--- src/dct_settings.svh ---
`ifndef DCT_SETTINGS_SVH
`define DCT_SETTINGS_SVH

// Samples per row, which is also the number of frequency lanes
`define DCT_N           8
`define DCT_PIXEL_W     8
`define DCT_LEVEL_SHIFT 128

// Fixed-point format of the cosine constants and the lane accumulators
`define DCT_CONST_W     14
`define DCT_FRAC        13
`define DCT_ACC_W       26

// Coefficient output
`define DCT_OUT_W       11
`define DCT_OUT_CREDITS 4

`endif
--- src/dct_pkg.sv ---
`include "dct_settings.svh"

package dct_pkg;

    typedef logic signed [8:0]               sample_t;
    typedef logic        [2:0]               idx_t;
    typedef logic signed [`DCT_CONST_W-1:0]  cos_t;
    typedef logic signed [`DCT_ACC_W-1:0]    acc_t;
    typedef logic signed [`DCT_OUT_W-1:0]    coef_t;

    // ------------------------------------------------------------
    // Cosine constant for frequency u at column x
    // ------------------------------------------------------------
    // Values are cos scaled by 8192, with the 1/sqrt(2) weight folded into u = 0.
    // The angle (2x+1)u*pi/16 is tracked in units of pi/16 and folded into the
    // first quadrant, so only seven magnitudes are needed
    function automatic cos_t dct_coef(input idx_t u, input idx_t x);
        int   k;
        logic neg;
        cos_t mag;
        if (u == '0) begin
            return cos_t'(5793);
        end
        k = ((2 * int'(x) + 1) * int'(u)) % 32;
        if (k > 16) begin
            k = 32 - k;
        end
        // Second quadrant gives a negative cosine
        neg = (k > 8);
        if (neg) begin
            k = 16 - k;
        end
        case (k)
            1:       mag = cos_t'(8035);
            2:       mag = cos_t'(7568);
            3:       mag = cos_t'(6811);
            4:       mag = cos_t'(5793);
            5:       mag = cos_t'(4551);
            6:       mag = cos_t'(3135);
            7:       mag = cos_t'(1598);
            default: mag = '0;
        endcase
        return neg ? -mag : mag;
    endfunction

endpackage

--- src/dct_row_engine.sv ---
`timescale 1ns/1ns
`include "dct_settings.svh"

module dct_row_engine
    import dct_pkg::*;
(
    input  logic                    clk,
    input  logic                    rst,
    input  logic [`DCT_PIXEL_W-1:0] pixel,
    input  logic                    pixel_valid,
    input  logic                    coef_credit,
    output logic                    pixel_credit,
    output coef_t                   coef,
    output logic                    coef_valid
);

    sample_t sample;
    idx_t    sample_idx;
    logic    sample_valid;
    logic    row_push;
    logic    buffer_free;
    acc_t    sums [`DCT_N];

    // ------------------------------------------------------------
    // Level shift, column tagging and input credits
    // ------------------------------------------------------------
    sample_sequencer u_sequencer (
        .clk          (clk),
        .rst          (rst),
        .pixel        (pixel),
        .pixel_valid  (pixel_valid),
        .buffer_free  (buffer_free),
        .sample       (sample),
        .sample_idx   (sample_idx),
        .sample_valid (sample_valid),
        .row_push     (row_push),
        .pixel_credit (pixel_credit)
    );

    // Each frequency term has its own lane and every lane sees the same samples
    for (genvar i = 0; i < `DCT_N; i++) begin : lanes
        cosine_lane #(
            .u (i)
        ) u_lane (
            .clk          (clk),
            .rst          (rst),
            .sample       (sample),
            .sample_idx   (sample_idx),
            .sample_valid (sample_valid),
            .sum          (sums[i])
        );
    end

    // ------------------------------------------------------------
    // Rounding and coefficient output
    // ------------------------------------------------------------
    coef_serializer u_serializer (
        .clk         (clk),
        .rst         (rst),
        .sums        (sums),
        .row_push    (row_push),
        .coef_credit (coef_credit),
        .coef        (coef),
        .coef_valid  (coef_valid),
        .buffer_free (buffer_free)
    );

endmodule

--- src/coef_serializer.sv ---
`timescale 1ns/1ns
`include "dct_settings.svh"

module coef_serializer
    import dct_pkg::*;
(
    input  logic  clk,
    input  logic  rst,
    input  acc_t  sums [`DCT_N],
    input  logic  row_push,
    input  logic  coef_credit,
    output coef_t coef,
    output logic  coef_valid,
    output logic  buffer_free
);

    localparam int   CRED_W   = $clog2(`DCT_OUT_CREDITS + 1);
    localparam idx_t LAST_IDX = idx_t'(`DCT_N - 1);

    acc_t              held [`DCT_N];
    acc_t              rounded;
    logic              busy;
    idx_t              send_idx;
    logic [CRED_W-1:0] credits;

    // ------------------------------------------------------------
    // Row capture
    // ------------------------------------------------------------
    always_ff @(posedge clk) begin
        if (row_push) begin
            held <= sums;
        end
    end

    // Round half up at the binary point, then drop the fraction bits
    assign rounded = held[send_idx] + acc_t'(1 << (`DCT_FRAC - 1));
    assign coef    = coef_t'(rounded >>> `DCT_FRAC);

    assign coef_valid  = busy && (credits != '0);
    assign buffer_free = !busy;

    // ------------------------------------------------------------
    // Send sequencing
    // ------------------------------------------------------------
    // A new row is only pushed while the buffer is free
    always_ff @(posedge clk) begin
        if (rst) begin
            busy     <= 1'b0;
            send_idx <= '0;
        end else if (row_push) begin
            busy     <= 1'b1;
            send_idx <= '0;
        end else if (coef_valid) begin
            send_idx <= send_idx + 1'b1;
            if (send_idx == LAST_IDX) begin
                busy <= 1'b0;
            end
        end
    end

    // Output credits are spent one per valid cycle and refilled by the consumer
    always_ff @(posedge clk) begin
        if (rst) begin
            credits <= CRED_W'(`DCT_OUT_CREDITS);
        end else begin
            case ({coef_valid, coef_credit})
                2'b10:   credits <= credits - 1'b1;
                2'b01:   credits <= credits + 1'b1;
                default: credits <= credits;
            endcase
        end
    end

endmodule

--- src/cosine_lane.sv ---
`timescale 1ns/1ns

module cosine_lane
    import dct_pkg::*;
#(
    parameter int u = 0
) (
    input  logic    clk,
    input  logic    rst,
    input  sample_t sample,
    input  idx_t    sample_idx,
    input  logic    sample_valid,
    output acc_t    sum
);

    cos_t coef_x;
    acc_t product;

    // Constant for this lane's frequency at the current column
    assign coef_x  = dct_coef(idx_t'(u), sample_idx);
    assign product = acc_t'(sample) * acc_t'(coef_x);

    // ------------------------------------------------------------
    // Row accumulator
    // ------------------------------------------------------------
    // Column 0 starts a fresh row, so no separate clear is needed between rows
    always_ff @(posedge clk) begin
        if (rst) begin
            sum <= '0;
        end else if (sample_valid) begin
            if (sample_idx == '0) begin
                sum <= product;
            end else begin
                sum <= sum + product;
            end
        end
    end

endmodule

--- src/sample_sequencer.sv ---
`timescale 1ns/1ns
`include "dct_settings.svh"

module sample_sequencer
    import dct_pkg::*;
(
    input  logic                    clk,
    input  logic                    rst,
    input  logic [`DCT_PIXEL_W-1:0] pixel,
    input  logic                    pixel_valid,
    input  logic                    buffer_free,
    output sample_t                 sample,
    output idx_t                    sample_idx,
    output logic                    sample_valid,
    output logic                    row_push,
    output logic                    pixel_credit
);

    localparam int   CNT_W    = $clog2(`DCT_N + 1);
    localparam idx_t LAST_COL = idx_t'(`DCT_N - 1);

    idx_t             col;
    logic             row_done;
    logic [CNT_W-1:0] credit_cnt;

    // ------------------------------------------------------------
    // Input stage
    // ------------------------------------------------------------
    // The source only sends under credit, so every offered pixel is taken
    always_ff @(posedge clk) begin
        if (pixel_valid) begin
            sample     <= sample_t'({1'b0, pixel}) - sample_t'(`DCT_LEVEL_SHIFT);
            sample_idx <= col;
        end
    end

    always_ff @(posedge clk) begin
        if (rst) begin
            sample_valid <= 1'b0;
            col          <= '0;
        end else begin
            sample_valid <= pixel_valid;
            if (pixel_valid) begin
                col <= col + 1'b1;
            end
        end
    end

    // ------------------------------------------------------------
    // Row hand-off and credit return
    // ------------------------------------------------------------
    // Set once the lanes have summed the last column of the row
    always_ff @(posedge clk) begin
        if (rst) begin
            row_done <= 1'b0;
        end else if (row_push) begin
            row_done <= 1'b0;
        end else if (sample_valid && sample_idx == LAST_COL) begin
            row_done <= 1'b1;
        end
    end

    assign row_push = row_done && buffer_free;

    // Credits come back only after the capture, so the next row cannot
    // overwrite the lane sums before the serializer has them
    always_ff @(posedge clk) begin
        if (rst) begin
            credit_cnt <= '0;
        end else if (row_push) begin
            credit_cnt <= CNT_W'(`DCT_N);
        end else if (credit_cnt != '0) begin
            credit_cnt <= credit_cnt - 1'b1;
        end
    end

    assign pixel_credit = (credit_cnt != '0);

endmodule

--- config.mk ---
export PLATFORM = sky130hd
export DESIGN_NAME = dct_row_engine
export DESIGN_NICKNAME = d
export VERILOG_FILES = /design/src/dct_pkg.sv /design/src/dct_row_engine.sv /design/src/coef_serializer.sv /design/src/cosine_lane.sv /design/src/sample_sequencer.sv
export VERILOG_INCLUDE_DIRS = /design/src
export SDC_FILE = /design/constraint.sdc
export NUM_CORES = 2
export LEC_CHECK = 0
export BUFFER_PORTS_ARGS = -buffer_cell sky130_fd_sc_hd__buf_2
export CELL_PAD_IN_SITES_DETAIL_PLACEMENT = 1
export CELL_PAD_IN_SITES_GLOBAL_PLACEMENT = 2
export CORE_MARGIN = 1.5
export CORE_UTILIZATION = 43
export CTS_CLUSTER_DIAMETER = 50
export DETAILED_ROUTE_END_ITERATION = 16
export GPL_TIMING_DRIVEN = 0
export HOLD_SLACK_MARGIN = 0.1
export PLACE_DENSITY_LB_ADDON = 0.1
export SLEW_MARGIN = 10
export SYNTH_ARGS = -nofsm -noshare
export SYNTH_HDL_FRONTEND = slang
export SYNTH_SLANG_ARGS = --single-unit
--- constraint.sdc ---
create_clock -name clk -period 13 [get_ports clk]
set_clock_uncertainty 0.15 [all_clocks]
set_input_delay 3.9 -clock clk [delete_from_list [all_inputs] [get_ports clk]]
set_output_delay 3.9 -clock clk [all_outputs]
set_load 0.005 [all_outputs]
==> flow_summary.json <==
{
  "outcome": "finished clean",
  "path_common_cell": "ha_1",
  "layout.nets": 6980,
  "hold_violations": 0,
  "path_class": "reg2reg",
  "yosysTopAreaCellShare": 0.290,
  "synth_cell_type_count": 87,
  "fin_util": 0.468,
  "hp-class": "reg2reg",
  "cts_root_buf": "clkbuf_16",
  "antenna_found_initial": 13,
  "arrival_ps": 12670,
  "cts_tree": "yes",
  "netlist_instances": 5544,
  "finalCritPeriodShare": 0.944,
  "synth_edf_count": 107,
  "yosys.area.top_type": "fa_1",
  "syn_to_final_growth_pct": 7.85,
  "cts_inserted_buffers": 48,
  "setup_violations": 0,
  "die-area_sq_um": 120000,
  "drc": 0,
  "place_congestion": 0.952,
  "synth_area_sq_um": 50500,
  "yosys.cell_count.top_type": "inv_1",
  "ys.warnings.count": 0,
  "place_ws_ps": -837,
  "cts.sinks": 315,
  "cp_slowest_stage_delay_ps": 830,
  "gr-total-overflow": 0,
  "synth_nets": 6901,
  "initial_core_util": 0.434,
  "required_ps": 13390,
  "grt_pass1_vias": 43600,
  "drtAntennaViolNets": 0,
  "hpwl_microns": 164000,
  "vias_per_cell": 5.82,
  "drt_wl_total_microns": 201000,
  "num_vias": 41800,
  "crit_path_start_kind": "flip-flop",
  "async_flop_share": 0,
  "synth_flop_cell": "dfxtp_1",
  "synth-seq-cells": 315,
  "clk_path_buf_depth": 3,
  "yosys-top-cells-area": "fa_1 29%, ha_1 15%, dfxtp_1 8.2%, edfxtp_1 6.4%, inv_1 5.7%",
  "grt_max_degree": 67,
  "io_pins": 25,
  "synth_common_cells": "772 x inv_1, 732 x fa_1, 613 x ha_1",
  "insertion_delay_ps": 630,
  "fp-row-count": 125,
  "core_area_sq_um": 116000,
  "drt_iter0_drc": 3085,
  "cpMaxStageDelayCell": "edfxtp_1",
  "io_buffers": 23,
  "drv_cap": 0,
  "rsz0062_at_grt": "no",
  "tightest_slew_ps": 1400,
  "postSynthAreaPerCell_sq_um": 9.11,
  "post-route-min-period_ps": 12280,
  "path_clk_slew_ps": 60,
  "max-slew-margin-rel": 0.0650,
  "seq_area_frac_synth": 0.146,
  "crit_fanout": 11,
  "track_usage": 0.338,
  "wl_per_cell_microns": 28.0,
  "grt_pass1_wl_microns": 296000,
  "max_freq_ghz": 0.0815,
  "die_w_microns": 346,
  "dieHeight_microns": 346,
  "first_pass_iters": 6,
  "finalWorstSetupSlack_ps": 723,
  "maxSlewViolCount": 0,
  "htreeDepth": 2,
  "worst_setup_path_end_kind": "flip-flop",
  "drive_gt1_frac": 0.0410
}
registers in the layout, summed over array words and instances (netlist names):
signal                    cells
u_serializer.busy             1
u_sequencer.credit_cnt        4
u_serializer.held            96
u_sequencer.sample_valid      1
u_serializer.credits          3
u_sequencer.col               3
u_sequencer.row_done          1
u_serializer.send_idx         3
u_sequencer.sample            8
lanes.u_lane.sum            192
u_sequencer.sample_idx        3
worst paths after layout:
kind,end,startpoint,slack [ps],cells after the start
worst max-delay path,lanes[7].u_lane.sum[22],u_sequencer.sample_idx[1],720,38
worst min-delay path,u_sequencer.sample_idx[2],u_sequencer.col[2],310,0
worst max register to register,lanes[7].u_lane.sum[22],u_sequencer.sample_idx[1],720,38
worst min register to register,u_sequencer.sample_idx[2],u_sequencer.col[2],310,0
repair_timing:
item,in CTS,in global routing
hold buffers,0,0
setup buffers,1,0
endpoints found under the setup margin,7,2
gates resized for setup,7,5
stage by stage:
| stage | setup TNS [ps] | area [sq um] | hold slack, ps | instances |
|---|---|---|---|---|
| 2_1_floorplan | 0 | 50500 | 274 | 5544 |
| 3_3_place_gp | -2690 | 52500 | 285 | 7091 |
| 3_5_place_dp | -2860 | 52700 | 297 | 7096 |
| 4_1_cts | 0 | 54500 | 304 | 7187 |
| 5_1_grt | 0 | 54500 | 320 | 7187 |
| 6_report | 0 | 54500 | 307 | 7191 |
layout by cell type (no fill, tap or decap), types with 167 or more instances in the layout:
master / Yosys / routed
inv_1: 772 / 770
ha_1: 613 / 613
fa_1: 732 / 732
a21oi_1: 295 / 295
xnor2_1: 249 / 243
o21ai_0: 167 / 167
nand2_1: 561 / 561
clkbuf_1: 187 / 177
nor2_1: 458 / 458
dfxtp_1: 208 / 208
layer usage:
| metal | wire (microns) | part of all wire | GRT usage | vias up |
|---|---|---|---|---|
| met3 | 13200 | 0.066 | 0.0522 | 262 |
| met5 | 0 | 0 | 0 | - |
| met1 | 87100 | 0.43 | 0.463 | 21700 |
| li1 | - | - | - | 18600 |
| met4 | 8780 | 0.044 | 0.126 | 0 |
| met2 | 91900 | 0.46 | 0.539 | 1265 |
worst max-delay path: cells and delay by family, from the launching register on:
kind	cells	cell delay, ps
and+or+nand+nor	3	740
DFF	1	830
xor gates and xnor gates	7	2200
AOI/OAI and AO/OA	11	3020
adders and majority gates	10	3680
buffers and inverters	7	1510
kinds of logic (layout without fill, tap and decap cells):
| group | count (synthesis) | in the layout | share of synthesized area |
|---|---|---|---|
| AO/OA/AOI/OAI | 975 | 975 | 0.126 |
| XOR/XNOR | 347 | 347 | 0.0603 |
| adder cells (fa/ha/maj) | 1346 | 1346 | 0.442 |
| buffers and inverters | 984 | 1103 | 0.0733 |
| flip-flops | 315 | 315 | 0.146 |
| multiplexers | 59 | 59 | 0.0179 |
| other | 0 | 4 | 0 |
| AND/OR/NAND/NOR | 1518 | 1518 | 0.134 |
cell type report:
cell class | count | area, sq um
fill | 13600 | 61900
multi-input combinational | 4245 | 39500
sequential | 315 | 7380
inverter | 777 | 2930
tap | 1524 | 1910
clock buffer | 59 | 1340
buffer | 207 | 805
clock inverter | 31 | 379
timing repair buffer | 29 | 228
antenna | 4 | 10.0
Power is not shown: default switching activity piles up to over one toggle a cycle in this logic, so the estimate is an artifact.
